**src/verilog/hello_defs.svh**
```systemverilog
// Bus and counter widths are fixed by the register map and must not be changed on their own
`ifndef HELLO_DEFS_SVH
`define HELLO_DEFS_SVH

// ---------------------------------------------------------------------------
// Host access widths
// ---------------------------------------------------------------------------

// Byte address carried with every host request
`define HELLO_ADDR_W 32

// Register data, one full word per access
`define HELLO_DATA_W 32

// ---------------------------------------------------------------------------
// Virtual LED and DIP widths
// ---------------------------------------------------------------------------

// One bit per LED and per switch
`define HELLO_VLED_W 16

// ---------------------------------------------------------------------------
// Event counter widths
// ---------------------------------------------------------------------------

// Prescaler and its tick value
`define HELLO_TICK_W 8

// Event count, load value and watermark
`define HELLO_CNT_W 16

// ---------------------------------------------------------------------------
// Fixed read values
// ---------------------------------------------------------------------------

// Returned by the version register
`define HELLO_VERSION 32'hee_ee_ee_00

// Fill for any offset outside the map
`define HELLO_UNIMPL_VALUE 32'hdead_beef

`endif

```
**src/verilog/hello_pkg.sv**
```systemverilog
// Shared types for the hello register block, sized from the macros in the defs header
`default_nettype none

`include "hello_defs.svh"

package hello_pkg;

  // Register offsets inside the host window
  typedef enum logic [`HELLO_ADDR_W-1:0] {
    HELLO      = 32'h0000_0500,
    VLED       = 32'h0000_0504,
    CNT_CTRL   = 32'h0000_0508,
    TICK_VALUE = 32'h0000_050C,
    LOAD_VALUE = 32'h0000_0510,
    WATERMARK  = 32'h0000_0514,
    CNT_STATUS = 32'h0000_0518,
    VERSION    = 32'h0000_051C
  } reg_addr_e;

  // CNT_CTRL bit positions, clear and load self-clear
  localparam int unsigned CTRL_ENABLE_BIT  = 0;
  localparam int unsigned CTRL_ONESHOT_BIT = 1;
  localparam int unsigned CTRL_CLEAR_BIT   = 2;
  localparam int unsigned CTRL_LOAD_BIT    = 3;

  // Host access sequencer states
  typedef enum logic [1:0] {
    IDLE,
    WRITE_RESP,
    READ_RESP
  } access_state_e;

  // Write request, address travels with its data
  typedef struct packed {
    logic                     valid;
    logic [`HELLO_ADDR_W-1:0] addr;
    logic [`HELLO_DATA_W-1:0] data;
  } ocl_wr_req_t;

  // Read request
  typedef struct packed {
    logic                     valid;
    logic [`HELLO_ADDR_W-1:0] addr;
  } ocl_rd_req_t;

  // Read response
  typedef struct packed {
    logic                     valid;
    logic [`HELLO_DATA_W-1:0] data;
  } ocl_rd_rsp_t;

  // One-cycle write from the sequencer into the bank
  typedef struct packed {
    logic                     strobe;
    logic [`HELLO_ADDR_W-1:0] addr;
    logic [`HELLO_DATA_W-1:0] data;
  } reg_write_t;

  // Counter controls, clear and load are single-cycle pulses
  typedef struct packed {
    logic                     enable;
    logic                     oneshot;
    logic                     clear;
    logic                     load;
    logic [`HELLO_TICK_W-1:0] tick_value;
    logic [`HELLO_CNT_W-1:0]  load_value;
    logic [`HELLO_CNT_W-1:0]  watermark;
  } cnt_ctrl_t;

  // Counter status back to the bank
  typedef struct packed {
    logic [`HELLO_CNT_W-1:0] count;
    logic                    ge_watermark;
  } cnt_status_t;

endpackage

`default_nettype wire

```
**src/verilog/cl_hello_top.sv**
```systemverilog
// Host requests are held until accepted, and only one access is in flight at any time
`timescale 1ns/1ns
`default_nettype none

`include "hello_defs.svh"

module cl_hello_top (
  input  wire logic                     clk_main_a0,
  input  wire logic                     rst_main_n_sync,
  input  wire hello_pkg::ocl_wr_req_t   wr_req,
  output logic                          wr_ready,
  output logic                          bvalid,
  input  wire logic                     bready,
  input  wire hello_pkg::ocl_rd_req_t   rd_req,
  output logic                          rd_ready,
  output hello_pkg::ocl_rd_rsp_t        rd_rsp,
  input  wire logic                     rready,
  input  wire logic [`HELLO_VLED_W-1:0] vdip,
  output logic [`HELLO_VLED_W-1:0]      vled
);

  // --------------------------------------------------------------------------
  // Internal paths
  // --------------------------------------------------------------------------
  hello_pkg::reg_write_t    reg_write;
  logic [`HELLO_ADDR_W-1:0] rd_addr;
  logic [`HELLO_DATA_W-1:0] rd_data;
  hello_pkg::cnt_ctrl_t     cnt_ctrl;
  hello_pkg::cnt_status_t   cnt_status;
  logic [`HELLO_VLED_W-1:0] vled_src;

  // Host access sequencer
  ocl_access_fsm u_access_fsm (
    .clk_main_a0     (clk_main_a0),
    .rst_main_n_sync (rst_main_n_sync),
    .wr_req          (wr_req),
    .wr_ready        (wr_ready),
    .bvalid          (bvalid),
    .bready          (bready),
    .rd_req          (rd_req),
    .rd_ready        (rd_ready),
    .rd_rsp          (rd_rsp),
    .rready          (rready),
    .reg_write       (reg_write),
    .rd_addr         (rd_addr),
    .rd_data         (rd_data)
  );

  // Register bank
  hello_regs u_regs (
    .clk_main_a0     (clk_main_a0),
    .rst_main_n_sync (rst_main_n_sync),
    .reg_write       (reg_write),
    .rd_addr         (rd_addr),
    .rd_data         (rd_data),
    .cnt_ctrl        (cnt_ctrl),
    .cnt_status      (cnt_status),
    .vled_src        (vled_src)
  );

  // Prescaled event counter
  tick_counter u_tick_counter (
    .clk_main_a0     (clk_main_a0),
    .rst_main_n_sync (rst_main_n_sync),
    .cnt_ctrl        (cnt_ctrl),
    .cnt_status      (cnt_status)
  );

  // LED output behind the DIP mask
  vled_mask u_vled_mask (
    .clk_main_a0     (clk_main_a0),
    .rst_main_n_sync (rst_main_n_sync),
    .vled_src        (vled_src),
    .vdip            (vdip),
    .vled            (vled)
  );

endmodule

`default_nettype wire

```
**src/verilog/hello_regs.sv**
```systemverilog
// Full-word writes only, and reads of VLED return the shadowed HELLO low half, not the masked LEDs
`timescale 1ns/1ns
`default_nettype none

`include "hello_defs.svh"

module hello_regs (
  input  wire logic                     clk_main_a0,
  input  wire logic                     rst_main_n_sync,
  input  wire hello_pkg::reg_write_t    reg_write,
  input  wire logic [`HELLO_ADDR_W-1:0] rd_addr,
  output logic [`HELLO_DATA_W-1:0]      rd_data,
  output hello_pkg::cnt_ctrl_t          cnt_ctrl,
  input  wire hello_pkg::cnt_status_t   cnt_status,
  output logic [`HELLO_VLED_W-1:0]      vled_src
);

  logic [`HELLO_DATA_W-1:0] hello_q;
  logic [`HELLO_DATA_W-1:0] hello_swapped;
  logic [`HELLO_DATA_W-1:0] ctrl_rd;
  logic                     enable_q;
  logic                     oneshot_q;
  logic                     clear_q;
  logic                     load_q;
  logic [`HELLO_TICK_W-1:0] tick_value_q;
  logic [`HELLO_CNT_W-1:0]  load_value_q;
  logic [`HELLO_CNT_W-1:0]  watermark_q;
  logic                     wr_hello;
  logic                     wr_ctrl;
  logic                     wr_tick;
  logic                     wr_load;
  logic                     wr_wmark;

  // --------------------------------------------------------------------------
  // Write decode
  // --------------------------------------------------------------------------
  // VLED, CNT_STATUS and VERSION have no write hit
  assign wr_hello = reg_write.strobe && (reg_write.addr == hello_pkg::HELLO);
  assign wr_ctrl  = reg_write.strobe && (reg_write.addr == hello_pkg::CNT_CTRL);
  assign wr_tick  = reg_write.strobe && (reg_write.addr == hello_pkg::TICK_VALUE);
  assign wr_load  = reg_write.strobe && (reg_write.addr == hello_pkg::LOAD_VALUE);
  assign wr_wmark = reg_write.strobe && (reg_write.addr == hello_pkg::WATERMARK);

  always_ff @(posedge clk_main_a0) begin
    if (!rst_main_n_sync) begin
      hello_q      <= '0;
      enable_q     <= 1'b0;
      oneshot_q    <= 1'b0;
      clear_q      <= 1'b0;
      load_q       <= 1'b0;
      tick_value_q <= '0;
      load_value_q <= '0;
      watermark_q  <= '0;
    end else begin
      if (wr_hello) begin
        hello_q <= reg_write.data;
      end
      // Level bits kept
      if (wr_ctrl) begin
        enable_q  <= reg_write.data[hello_pkg::CTRL_ENABLE_BIT];
        oneshot_q <= reg_write.data[hello_pkg::CTRL_ONESHOT_BIT];
      end
      // Pulse bits live for the one cycle after the write
      clear_q <= wr_ctrl && reg_write.data[hello_pkg::CTRL_CLEAR_BIT];
      load_q  <= wr_ctrl && reg_write.data[hello_pkg::CTRL_LOAD_BIT];
      if (wr_tick) begin
        tick_value_q <= reg_write.data[`HELLO_TICK_W-1:0];
      end
      if (wr_load) begin
        load_value_q <= reg_write.data[`HELLO_CNT_W-1:0];
      end
      if (wr_wmark) begin
        watermark_q <= reg_write.data[`HELLO_CNT_W-1:0];
      end
    end
  end

  // --------------------------------------------------------------------------
  // Read decode
  // --------------------------------------------------------------------------
  // HELLO returns bytes in reverse order
  assign hello_swapped = {hello_q[7:0], hello_q[15:8], hello_q[23:16], hello_q[31:24]};

  // Only the level bits read back
  always_comb begin
    ctrl_rd                               = '0;
    ctrl_rd[hello_pkg::CTRL_ENABLE_BIT]  = enable_q;
    ctrl_rd[hello_pkg::CTRL_ONESHOT_BIT] = oneshot_q;
  end

  always_comb begin
    case (rd_addr)
      hello_pkg::HELLO:      rd_data = hello_swapped;
      hello_pkg::VLED:       rd_data = {{(`HELLO_DATA_W-`HELLO_VLED_W){1'b0}}, vled_src};
      hello_pkg::CNT_CTRL:   rd_data = ctrl_rd;
      hello_pkg::TICK_VALUE: rd_data = {{(`HELLO_DATA_W-`HELLO_TICK_W){1'b0}}, tick_value_q};
      hello_pkg::LOAD_VALUE: rd_data = {{(`HELLO_DATA_W-`HELLO_CNT_W){1'b0}}, load_value_q};
      hello_pkg::WATERMARK:  rd_data = {{(`HELLO_DATA_W-`HELLO_CNT_W){1'b0}}, watermark_q};
      // Flag sits just above the count
      hello_pkg::CNT_STATUS: rd_data = {{(`HELLO_DATA_W-`HELLO_CNT_W-1){1'b0}},
                                        cnt_status.ge_watermark, cnt_status.count};
      hello_pkg::VERSION:    rd_data = `HELLO_VERSION;
      default:               rd_data = `HELLO_UNIMPL_VALUE;
    endcase
  end

  // Counter control bundle
  assign cnt_ctrl = '{
    enable:     enable_q,
    oneshot:    oneshot_q,
    clear:      clear_q,
    load:       load_q,
    tick_value: tick_value_q,
    load_value: load_value_q,
    watermark:  watermark_q
  };

  // LEDs shadow the low half of HELLO
  assign vled_src = hello_q[`HELLO_VLED_W-1:0];

  // Write spacing through the sequencer keeps pulses single-cycle
  a_clear_pulse: assert property (@(posedge clk_main_a0) disable iff (!rst_main_n_sync)
    clear_q |=> !clear_q)
    else $error("counter clear held longer than one cycle");

  a_load_pulse: assert property (@(posedge clk_main_a0) disable iff (!rst_main_n_sync)
    load_q |=> !load_q)
    else $error("counter load held longer than one cycle");

endmodule

`default_nettype wire

```
**src/verilog/ocl_access_fsm.sv**
```systemverilog
// One host access in flight at a time, and a write presented with a read is always taken first
`timescale 1ns/1ns
`default_nettype none

`include "hello_defs.svh"

module ocl_access_fsm (
  input  wire logic                     clk_main_a0,
  input  wire logic                     rst_main_n_sync,
  input  wire hello_pkg::ocl_wr_req_t   wr_req,
  output logic                          wr_ready,
  output logic                          bvalid,
  input  wire logic                     bready,
  input  wire hello_pkg::ocl_rd_req_t   rd_req,
  output logic                          rd_ready,
  output hello_pkg::ocl_rd_rsp_t        rd_rsp,
  input  wire logic                     rready,
  output hello_pkg::reg_write_t         reg_write,
  output logic [`HELLO_ADDR_W-1:0]      rd_addr,
  input  wire logic [`HELLO_DATA_W-1:0] rd_data
);

  hello_pkg::access_state_e state_q;
  hello_pkg::access_state_e state_d;
  logic [`HELLO_DATA_W-1:0] rd_data_q;
  logic                     wr_accept;
  logic                     rd_accept;

  // --------------------------------------------------------------------------
  // Request acceptance
  // --------------------------------------------------------------------------
  // Both readies only in IDLE
  assign wr_ready  = (state_q == hello_pkg::IDLE);
  // Read held off while a write is pending
  assign rd_ready  = (state_q == hello_pkg::IDLE) && !wr_req.valid;
  assign wr_accept = wr_req.valid && wr_ready;
  assign rd_accept = rd_req.valid && rd_ready;

  // Next state
  always_comb begin
    state_d = state_q;
    case (state_q)
      hello_pkg::IDLE: begin
        if (wr_accept) begin
          state_d = hello_pkg::WRITE_RESP;
        end else if (rd_accept) begin
          state_d = hello_pkg::READ_RESP;
        end
      end
      // Wait for the host to take the response
      hello_pkg::WRITE_RESP: begin
        if (bready) begin
          state_d = hello_pkg::IDLE;
        end
      end
      hello_pkg::READ_RESP: begin
        if (rready) begin
          state_d = hello_pkg::IDLE;
        end
      end
      default: begin
        state_d = hello_pkg::IDLE;
      end
    endcase
  end

  always_ff @(posedge clk_main_a0) begin
    if (!rst_main_n_sync) begin
      state_q <= hello_pkg::IDLE;
    end else begin
      state_q <= state_d;
    end
  end

  // Read data sampled at the accept edge
  always_ff @(posedge clk_main_a0) begin
    if (rd_accept) begin
      rd_data_q <= rd_data;
    end
  end

  // --------------------------------------------------------------------------
  // Bank side and responses
  // --------------------------------------------------------------------------
  // Strobe in the accept cycle so the bank updates on the same edge as bvalid
  assign reg_write = '{strobe: wr_accept, addr: wr_req.addr, data: wr_req.data};
  assign rd_addr   = rd_req.addr;
  assign bvalid    = (state_q == hello_pkg::WRITE_RESP);
  assign rd_rsp    = '{valid: (state_q == hello_pkg::READ_RESP), data: rd_data_q};

  // Each response is raised only by an accept of its own kind
  a_bresp_src: assert property (@(posedge clk_main_a0) disable iff (!rst_main_n_sync)
    $rose(bvalid) |-> $past(wr_accept))
    else $error("bvalid raised without a write accept");

  a_rresp_src: assert property (@(posedge clk_main_a0) disable iff (!rst_main_n_sync)
    $rose(rd_rsp.valid) |-> $past(rd_accept))
    else $error("rd_rsp.valid raised without a read accept");

  // Responses hold until taken
  a_bresp_hold: assert property (@(posedge clk_main_a0) disable iff (!rst_main_n_sync)
    bvalid && !bready |=> bvalid)
    else $error("bvalid dropped before bready");

  a_rresp_hold: assert property (@(posedge clk_main_a0) disable iff (!rst_main_n_sync)
    rd_rsp.valid && !rready |=> rd_rsp.valid && $stable(rd_rsp.data))
    else $error("read response changed before rready");

endmodule

`default_nettype wire

```
**src/verilog/tick_counter.sv**
```systemverilog
// Clear beats load and load beats a tick in the same cycle, and the prescaler runs only while enabled
`timescale 1ns/1ns
`default_nettype none

`include "hello_defs.svh"

module tick_counter (
  input  wire logic                   clk_main_a0,
  input  wire logic                   rst_main_n_sync,
  input  wire hello_pkg::cnt_ctrl_t   cnt_ctrl,
  output hello_pkg::cnt_status_t      cnt_status
);

  logic [`HELLO_TICK_W-1:0] tick_cnt_q;
  logic [`HELLO_CNT_W-1:0]  count_q;
  logic                     tick;
  logic                     at_max;

  // --------------------------------------------------------------------------
  // Prescaler and event count
  // --------------------------------------------------------------------------
  // One tick every tick_value+1 enabled cycles
  assign tick   = cnt_ctrl.enable && (tick_cnt_q >= cnt_ctrl.tick_value);
  // Saturation point for one-shot
  assign at_max = (count_q == {`HELLO_CNT_W{1'b1}});

  always_ff @(posedge clk_main_a0) begin
    if (!rst_main_n_sync) begin
      tick_cnt_q <= '0;
      count_q    <= '0;
    end else if (cnt_ctrl.clear) begin
      tick_cnt_q <= '0;
      count_q    <= '0;
    end else begin
      // Prescaler frozen while disabled
      if (cnt_ctrl.enable) begin
        if (tick) begin
          tick_cnt_q <= '0;
        end else begin
          tick_cnt_q <= tick_cnt_q + 1'b1;
        end
      end
      // Load overrides a tick
      if (cnt_ctrl.load) begin
        count_q <= cnt_ctrl.load_value;
      end else if (tick && !(cnt_ctrl.oneshot && at_max)) begin
        // Wraps unless one-shot
        count_q <= count_q + 1'b1;
      end
    end
  end

  // Flag compares against the live watermark
  assign cnt_status = '{
    count:        count_q,
    ge_watermark: (count_q >= cnt_ctrl.watermark)
  };

  // One-shot holds at full scale
  a_oneshot_sat: assert property (@(posedge clk_main_a0) disable iff (!rst_main_n_sync)
    cnt_ctrl.oneshot && !cnt_ctrl.clear && !cnt_ctrl.load && at_max
      |=> count_q != '0)
    else $error("one-shot counter wrapped from full scale");

endmodule

`default_nettype wire

```
**src/verilog/vled_mask.sv**
```systemverilog
// vdip is treated as asynchronous and synchronized here, while vled_src must come from clk_main_a0
`timescale 1ns/1ns
`default_nettype none

`include "hello_defs.svh"

module vled_mask (
  input  wire logic                     clk_main_a0,
  input  wire logic                     rst_main_n_sync,
  input  wire logic [`HELLO_VLED_W-1:0] vled_src,
  input  wire logic [`HELLO_VLED_W-1:0] vdip,
  output logic [`HELLO_VLED_W-1:0]      vled
);

  logic [`HELLO_VLED_W-1:0] vdip_meta_q;
  logic [`HELLO_VLED_W-1:0] vdip_sync_q;
  logic [`HELLO_VLED_W-1:0] shadow_q;
  logic [`HELLO_VLED_W-1:0] vled_q;

  // --------------------------------------------------------------------------
  // Switch sync, LED shadow and masked output
  // --------------------------------------------------------------------------
  always_ff @(posedge clk_main_a0) begin
    if (!rst_main_n_sync) begin
      vdip_meta_q <= '0;
      vdip_sync_q <= '0;
      shadow_q    <= '0;
      vled_q      <= '0;
    end else begin
      // Two-flop sync
      vdip_meta_q <= vdip;
      vdip_sync_q <= vdip_meta_q;
      // Shadow of HELLO low half
      shadow_q    <= vled_src;
      // Switches gate each LED
      vled_q      <= shadow_q & vdip_sync_q;
    end
  end

  assign vled = vled_q;

endmodule

`default_nettype wire
```
**config.mk**
```make
export PLATFORM = sky130hd
export DESIGN_NAME = cl_hello_top
export DESIGN_NICKNAME = d
export VERILOG_FILES = /design/src/verilog/hello_pkg.sv /design/src/verilog/cl_hello_top.sv /design/src/verilog/hello_regs.sv /design/src/verilog/ocl_access_fsm.sv /design/src/verilog/tick_counter.sv /design/src/verilog/vled_mask.sv
export VERILOG_INCLUDE_DIRS = /design/src /design/src/verilog
export SDC_FILE = /design/constraint.sdc
export NUM_CORES = 1
export LEC_CHECK = 0
export BUFFER_PORTS_ARGS = -buffer_cell sky130_fd_sc_hd__clkbuf_2
export CAP_MARGIN = 5
export CORE_MARGIN = 2
export CORE_UTILIZATION = 47
export CTS_BUF_LIST = sky130_fd_sc_hd__clkbuf_4 sky130_fd_sc_hd__clkbuf_8
export CTS_CLUSTER_SIZE = 28
export DETAILED_ROUTE_END_ITERATION = 16
export PLACE_DENSITY_LB_ADDON = 0.1
export SETUP_SLACK_MARGIN = 0.05
export SYNTH_ARGS = -nofsm -noshare
export SYNTH_HDL_FRONTEND = slang
export SYNTH_SLANG_ARGS = --single-unit
```
**constraint.sdc**
```tcl
create_clock -name clk_main_a0 -period 5.7 [get_ports clk_main_a0]
set_clock_uncertainty 0.2 [all_clocks]
set_input_delay 1.14 -clock clk_main_a0 [delete_from_list [all_inputs] [get_ports clk_main_a0]]
set_output_delay 1.14 -clock clk_main_a0 [all_outputs]
set_load 0.02 [all_outputs]
```
* Word-level counts from Yosys, hierarchy flattened
Index checks and enable logic that the tools add are counted.
** Word-level totals
- Bits in registers :: 198
- Logic and storage cells :: 69
** Operators by class
- Add/subtract/negate cells :: 2
- Order comparisons :: 2
- Equal/unequal tests :: 19
- Mux-type cells :: 9
- Bitwise operators :: 2
- Reduce and logical (&&, ||, !) cells :: 19
** Operator list (number)
- equality test 32 x 11 -> 1 bit (second input constant) :: 13
- one-hot mux 32 bit (8 select lines) :: 1
- two-way mux 16 bit :: 2
- adder 16 x 1 -> 16 bit (second input constant) :: 1
- bitwise AND 16 bit :: 1
- equality test 16 bit (second input constant) :: 1
- greater-or-equal comparator 16 bit :: 1
- logical AND 1 bit :: 13
- adder 8 x 1 -> 8 bit (second input constant) :: 1
- greater-or-equal comparator 8 bit :: 1
- two-way mux 2 bit :: 4
- two-way mux 8 bit :: 1
- one-hot mux 2 bit (3 select lines) :: 1
- != test 2 x 1 -> 1 bit (second input constant) :: 2
- != test 3 bit (second input constant) :: 1
- AND reduction 3 bit :: 1
- equality test 2 x 1 -> 1 bit (second input constant) :: 1
- equality test 2 bit (second input constant) :: 1
- logical NOT 1 bit :: 2
- logical NOT 2 bit :: 1
- nonzero test 2 bit :: 1
- OR reduction 2 bit :: 1
- inverter 1 bit :: 1

* Depth between registers and ports, before layout
- Depth in word-level cells :: 6
- Depth in mapped cells :: 9
- Gate-level depth less buffers :: 8

* By module
Synthesis repeated with hierarchy kept, for this count alone.
** Second synthesis, totals
- Cell total of the unflattened synthesis :: 971
- Area total of the unflattened synthesis :: 9618.0 µm²
** By module, submodules not included
- hello_regs :: times used 1, cells each 474, area each 4209.0 µm², seq. area each 1521.5 µm²
- tick_counter :: times used 1, cells each 220, area each 1868.0 µm², seq. area each 480.5 µm²
- ocl_access_fsm :: times used 1, cells each 143, area each 1811.7 µm², seq. area each 1001.0 µm²
- vled_mask :: times used 1, cells each 134, area each 1729.2 µm², seq. area each 1281.2 µm²

* Worst setup path after synthesis
OpenSTA, ideal clock, no wires.
- Path type :: input port to flip-flop
- Start :: input port wr_req[64] (netlist bit)
- End :: register u_access_fsm.rd_data_q[0], enable pin
- Library setup time :: 0.393 ns
- Arrival :: 2.559 ns
- Required time :: 5.107 ns
- Slack :: 2.549 ns
- Stages on the path :: 2
- Buffers on the path :: 0
- Cell sequence :: nor3_1 -> and2_1
** On the way
- Longest elaborated chain between the ends :: 3
** RTL lines
- start: declaration :: RTL line cl_hello_top.sv:10 : input wire hello_pkg::ocl_wr_req_t wr_req,
- logical NOT 1 bit :: RTL line ocl_access_fsm.sv:35 : assign rd_ready = (state_q == hello_pkg::IDLE) && !wr_req.valid;
- logical AND 1 bit :: RTL line ocl_access_fsm.sv:35
- logical AND 1 bit :: RTL line ocl_access_fsm.sv:37 : assign rd_accept = rd_req.valid && rd_ready;
- via u_access_fsm.rd_accept :: RTL line ocl_access_fsm.sv:27 : logic rd_accept;
- end signal: assignment :: RTL line ocl_access_fsm.sv:78 : rd_data_q <= rd_data;
- end: declaration :: RTL line ocl_access_fsm.sv:25 : logic [`HELLO_DATA_W-1:0] rd_data_q;
The timed path passes the listed nets, and every way through them passes these cells.
A chain may end at the register's enable or synchronous reset.

* Worst setup path after layout
- Start :: input port wr_req[33] (netlist bit)
- End :: register u_regs.hello_q[16]
** On the way
- Longest elaborated chain between the ends :: 2
** RTL lines
- equality test 32 x 11 -> 1 bit :: RTL line hello_regs.sv:38 : assign wr_hello = reg_write.strobe && (reg_write.addr == hello_pkg::HELLO);
- logical AND 1 bit :: RTL line hello_regs.sv:38
- end signal: assignment :: RTL line hello_regs.sv:56 : hello_q <= reg_write.data;
- end: declaration :: RTL line hello_regs.sv:18 : logic [`HELLO_DATA_W-1:0] hello_q;
No other way between the ends.

==> run summary <==
The run finished with clean final reports. The DRC violations left is 0. The tools report the number of max-cap violations as 0. Initial core utilization: 0.477. TritonCTS built the clock tree. Walking the worst path, the cells encountered are clkbuf_2, nor4b_1, nand4b_1, nor2_1, and3b_1, nand2_1, a21oi_1. Setup repair after global routing left no endpoint under its margin. The tools report the endpoint of the most critical setup path as u_regs.hello_q[16]. Using the TritonRoute via totals, the vias-per-cell ratio works out to 5.31.

At the worst endpoint, the arrival time is 3.30 ns. The die outline height is 138 um, and the width of the die is 138 um. Share of layout cells above drive strength 1: 0.236. For this run, the leading register cell type out of synthesis is sky130_fd_sc_hd__dfxtp_1. The tools report the via count of the first global-routing pass as 6590.

The minimum hold slack was 0.242 ns. The met1 routing resource usage after global routing is 0.286, and the number of buffers inserted by hold repair at cts is 0. The clock period minus final worst setup slack is 3.10 ns, and the routing usage on met3 is 0.0488.

Synthesis instantiated 58 different standard cells from the library. The worst setup path is captured at a flip-flop. The warning count from the yosys run was 0. The synthesized design spends more area on one cell type than any other, namely sky130_fd_sc_hd__dfxtp_1. The overall track demand over capacity in global routing is 0.225, and the met2 demand-to-capacity share in global routing is 0.381. The wire length per cell is 16.5 um, and the H-tree depth reported by CTS is 4.

IR analysis of the VDD net gives a maximum drop of 167 uV. The part of the cycle the worst path needs came out at 0.545. STA classifies the critical path startpoint as an input pin. The detail route stage leaves a number of antenna-violating nets equal to 0. Library cell used as clock root buffer: sky130_fd_sc_hd__clkbuf_8. The clock passes through at most 2 buffers. Synthesis handed over a netlist of 913 instances.

At the placement stage, the worst setup path has a slack of 2.12 ns. The critical path crosses 7 cells after its start point. Entering global routing, the biggest net connects 73 pins. For the final count of hold timing violations, the log shows 0.

The setup check on the worst reg-to-reg path leaves a slack of 3.09 ns. Port buffering added 169 buffers. The share of flip-flops with an asynchronous set or reset was 0.

0 antenna diodes ended up in the layout. Across all setup checks in the final design, the least slack found is 2.60 ns. The cell depth of the worst flop-to-flop path is 8, and the via count is 6895. The number of enable-type register cells in the synthesized netlist is 32. Routability-driven placement congestion ratio: 0.841. Critical path startpoint: wr_req[33]. The startpoint identified for the worst register-to-register timing path is u_tick_counter.count_q[0]. Derived from the worst setup path, the maximum achievable clock frequency is 322 MHz. The part of the Yosys area used for sequential elements is 0.504. The clock net in this run drives a total of 198 sinks. The worst min-delay path class is flip-flop to flip-flop. Along the worst path, the maximum fanout reaches 32. The logs give 6 for the number of detailed-routing iterations run before antenna repair and 15400 um for the detailed placement HPWL. Post-CTS repair changed the size of 0 cells. The tools report the first-pass GRT wire length as 34300 um.

The count of buffer and inverter cells on the critical path works out to 1. The setup path with the least slack is of type input pin to flip-flop. The floorplan has 49 rows. The number of antenna violations at the first check in global routing is 0, and the clock transition at the register clock pins on the worst setup and hold paths after CTS is 0.10 ns.

The relative area change from synthesis to final layout came out at 15.9%. Sorting the synthesized cells by area gives the leading types as sky130_fd_sc_hd__dfxtp_1, sky130_fd_sc_hd__edfxtp_1, sky130_fd_sc_hd__nand2_1. During I/O placement, the number of pins put on the boundary was 170.

The number of nets in the synthesized netlist is 1057. The floorplan step defined a die boundary enclosing 0.0192 mm^2. The number of buffers inserted during clock tree synthesis is 17. Setup violations remaining at the end of the flow were counted as 0. The area share of the leading cell type in the synthesized netlist works out to 0.391. The synthesis-stage register bit count works out to 198. Among cell families on the critical path, the largest total delay comes from simple AND/OR/NAND/NOR gates.

The number of nets in the finished design is 1201, and the required time reported for the critical path endpoint is 5.90 ns. In this run the cell area measured after placement is 0.00942 mm^2. The number of pins exceeding their max-slew limit in the final report is 0, and the insertion delay of the later-clocked pin in the worst-skew pair is 0.48 ns. The run gives 0.191 as the worst relative slew slack. In this run the most used layer during global routing was met2.

The finished cells cover 0.00985 mm^2. Area of the core: 0.0178 mm^2. Summed over all failing endpoints, the final setup total negative slack is 0 ns. The residual overflow from global routing is 0. The number of setup buffers added after CTS is 0. The critical register-to-register path endpoint was u_access_fsm.rd_data_q[16]. The total leakage power is 3.87 nW, and the cell area power density is 256 mW/mm^2. After synthesis the cells add up to 0.00850 mm^2.

The per-instance average area after synthesis was 9.31 um^2; the initial DRC count was 468. At the pin with the least slew margin, the transition time is 1.21 ns. The cell with the largest stage delay on the worst path is sky130_fd_sc_hd__and3b_1. The final wirelength was 21500 um; the biggest cell delay along the critical path was 1.02 ns.
cell families (layout without fill, tap and decap cells):
| logic type | after synthesis | count (layout) | synth area share |
|---|---|---|---|
| XOR/XNOR | 22 | 22 | 0.0227 |
| buffers and inverters | 79 | 236 | 0.0433 |
| AND/OR/NAND/NOR | 386 | 386 | 0.225 |
| flip-flops | 198 | 198 | 0.504 |
| adder cells (fa/ha/maj) | 26 | 26 | 0.0383 |
| AO/OA/AOI/OAI | 167 | 167 | 0.123 |
| multiplexers | 35 | 35 | 0.0439 |
through the flow:
| stage | util | power, W | std cells |
|---|---|---|---|
| 6_report | 0.552 | 0.00253 | 1299 |
| 5_1_grt | 0.552 | 0.00261 | 1299 |
| 3_5_place_dp | 0.528 | 0.00162 | 1267 |
| 4_1_cts | 0.552 | 0.00255 | 1299 |
| 3_3_place_gp | 0.528 | 0.00162 | 1267 |
| 2_1_floorplan | - | 0.00154 | 913 |
routing by layer:
| layer | vias to the layer above | wire length (um) |
|---|---|---|
| li1 | 3426 | - |
| met1 | 3194 | 9360 |
| met2 | 239 | 10400 |
| met3 | 36 | 1220 |
| met4 | 0 | 529 |
| met5 | - | 0 |
layout make-up:
cell class	count	area, um^2
Tap cell	229	287
Clock inverter	14	185
Multi-Input combinational cell	636	3850
Fill cell	1644	7990
Inverter	30	113
Sequential cell	198	4280
Timing Repair Buffer	174	883
Clock buffer	18	248
power breakdown:
| part | leakage, nW | total, W | switching [W] | internal [W] |
|---|---|---|---|---|
| registers | 1.61 | 0.00144 | 0.00000486 | 0.00143 |
| clock network | 0.214 | 0.000943 | 0.000553 | 0.000389 |
| logic | 2.04 | 0.000144 | 0.0000900 | 0.0000539 |
cells in the final DEF (no fill, tap or decap), drive strengths merged, types with 6 or more instances in the layout:
cell type  netlist  routed
a21oi           83      83
a22oi            6       6
and2            53      53
and3            31      31
clkbuf          33     187
dfxtp          166     166
edfxtp          32      32
ha              26      26
inv             30      37
mux2             8       8
mux2i           26      26
nand2          183     183
nand3           17      17
nand4            9       9
nor2            48      48
nor2b            7       7
nor3             6       6
nor4            13      13
o2111ai          7       7
o211ai           8       8
o21ai           44      44
xor2            17      17
synthesized netlist by cell type, types with 3 or more instances:
cell and number:
sky130_fd_sc_hd__nand2_1 177, sky130_fd_sc_hd__dfxtp_1 166, sky130_fd_sc_hd__a21oi_1 63, sky130_fd_sc_hd__and2_1 53, sky130_fd_sc_hd__nor2_1 47, sky130_fd_sc_hd__o21ai_0 42
sky130_fd_sc_hd__clkbuf_1 33, sky130_fd_sc_hd__edfxtp_1 32, sky130_fd_sc_hd__and3_1 31, sky130_fd_sc_hd__inv_1 29, sky130_fd_sc_hd__ha_1 26, sky130_fd_sc_hd__mux2i_1 26
sky130_fd_sc_hd__a21oi_2 20, sky130_fd_sc_hd__nand3_1 17, sky130_fd_sc_hd__xor2_1 17, sky130_fd_sc_hd__nor4_1 10, sky130_fd_sc_hd__mux2_2 8, sky130_fd_sc_hd__o211ai_1 8
sky130_fd_sc_hd__nand4_1 7, sky130_fd_sc_hd__nor2b_1 7, sky130_fd_sc_hd__o2111ai_1 7, sky130_fd_sc_hd__a22oi_1 6, sky130_fd_sc_hd__nand2_2 6, sky130_fd_sc_hd__nor3_1 6
sky130_fd_sc_hd__a21o_1 5, sky130_fd_sc_hd__buf_2 5, sky130_fd_sc_hd__buf_6 5, sky130_fd_sc_hd__xnor2_1 5, sky130_fd_sc_hd__and4_1 4, sky130_fd_sc_hd__buf_4 3
sky130_fd_sc_hd__nand2b_1 3, sky130_fd_sc_hd__nor4b_1 3
sequential cells by signal, indices dropped and copies added, names as in the netlist, 16 cells and up:
register	count
u_regs.watermark_q	16
u_regs.load_value_q	16
u_access_fsm.rd_data_q	32
u_vled_mask.shadow_q	16
u_vled_mask.vdip_meta_q	16
u_vled_mask.vdip_sync_q	16
u_tick_counter.count_q	16
u_regs.hello_q	32
u_vled_mask.vled	16
how the worst min path moves through the flow:
stage                                            from                          end  slack (ns)  depth (start not counted)
after global routing       u_vled_mask.vdip_meta_q[2]   u_vled_mask.vdip_sync_q[2]        0.26                          1
after global placement     u_vled_mask.vdip_meta_q[4]   u_vled_mask.vdip_sync_q[4]        0.21                          1
after floorplan            u_vled_mask.vdip_meta_q[0]   u_vled_mask.vdip_sync_q[0]        0.21                          1
final                     u_vled_mask.vdip_meta_q[15]  u_vled_mask.vdip_sync_q[15]        0.24                          1
after CTS                 u_vled_mask.vdip_meta_q[15]  u_vled_mask.vdip_sync_q[15]        0.24                          1
after detailed placement  u_vled_mask.vdip_meta_q[15]  u_vled_mask.vdip_sync_q[15]        0.22                          1
(Power assumes the default switching activity.)
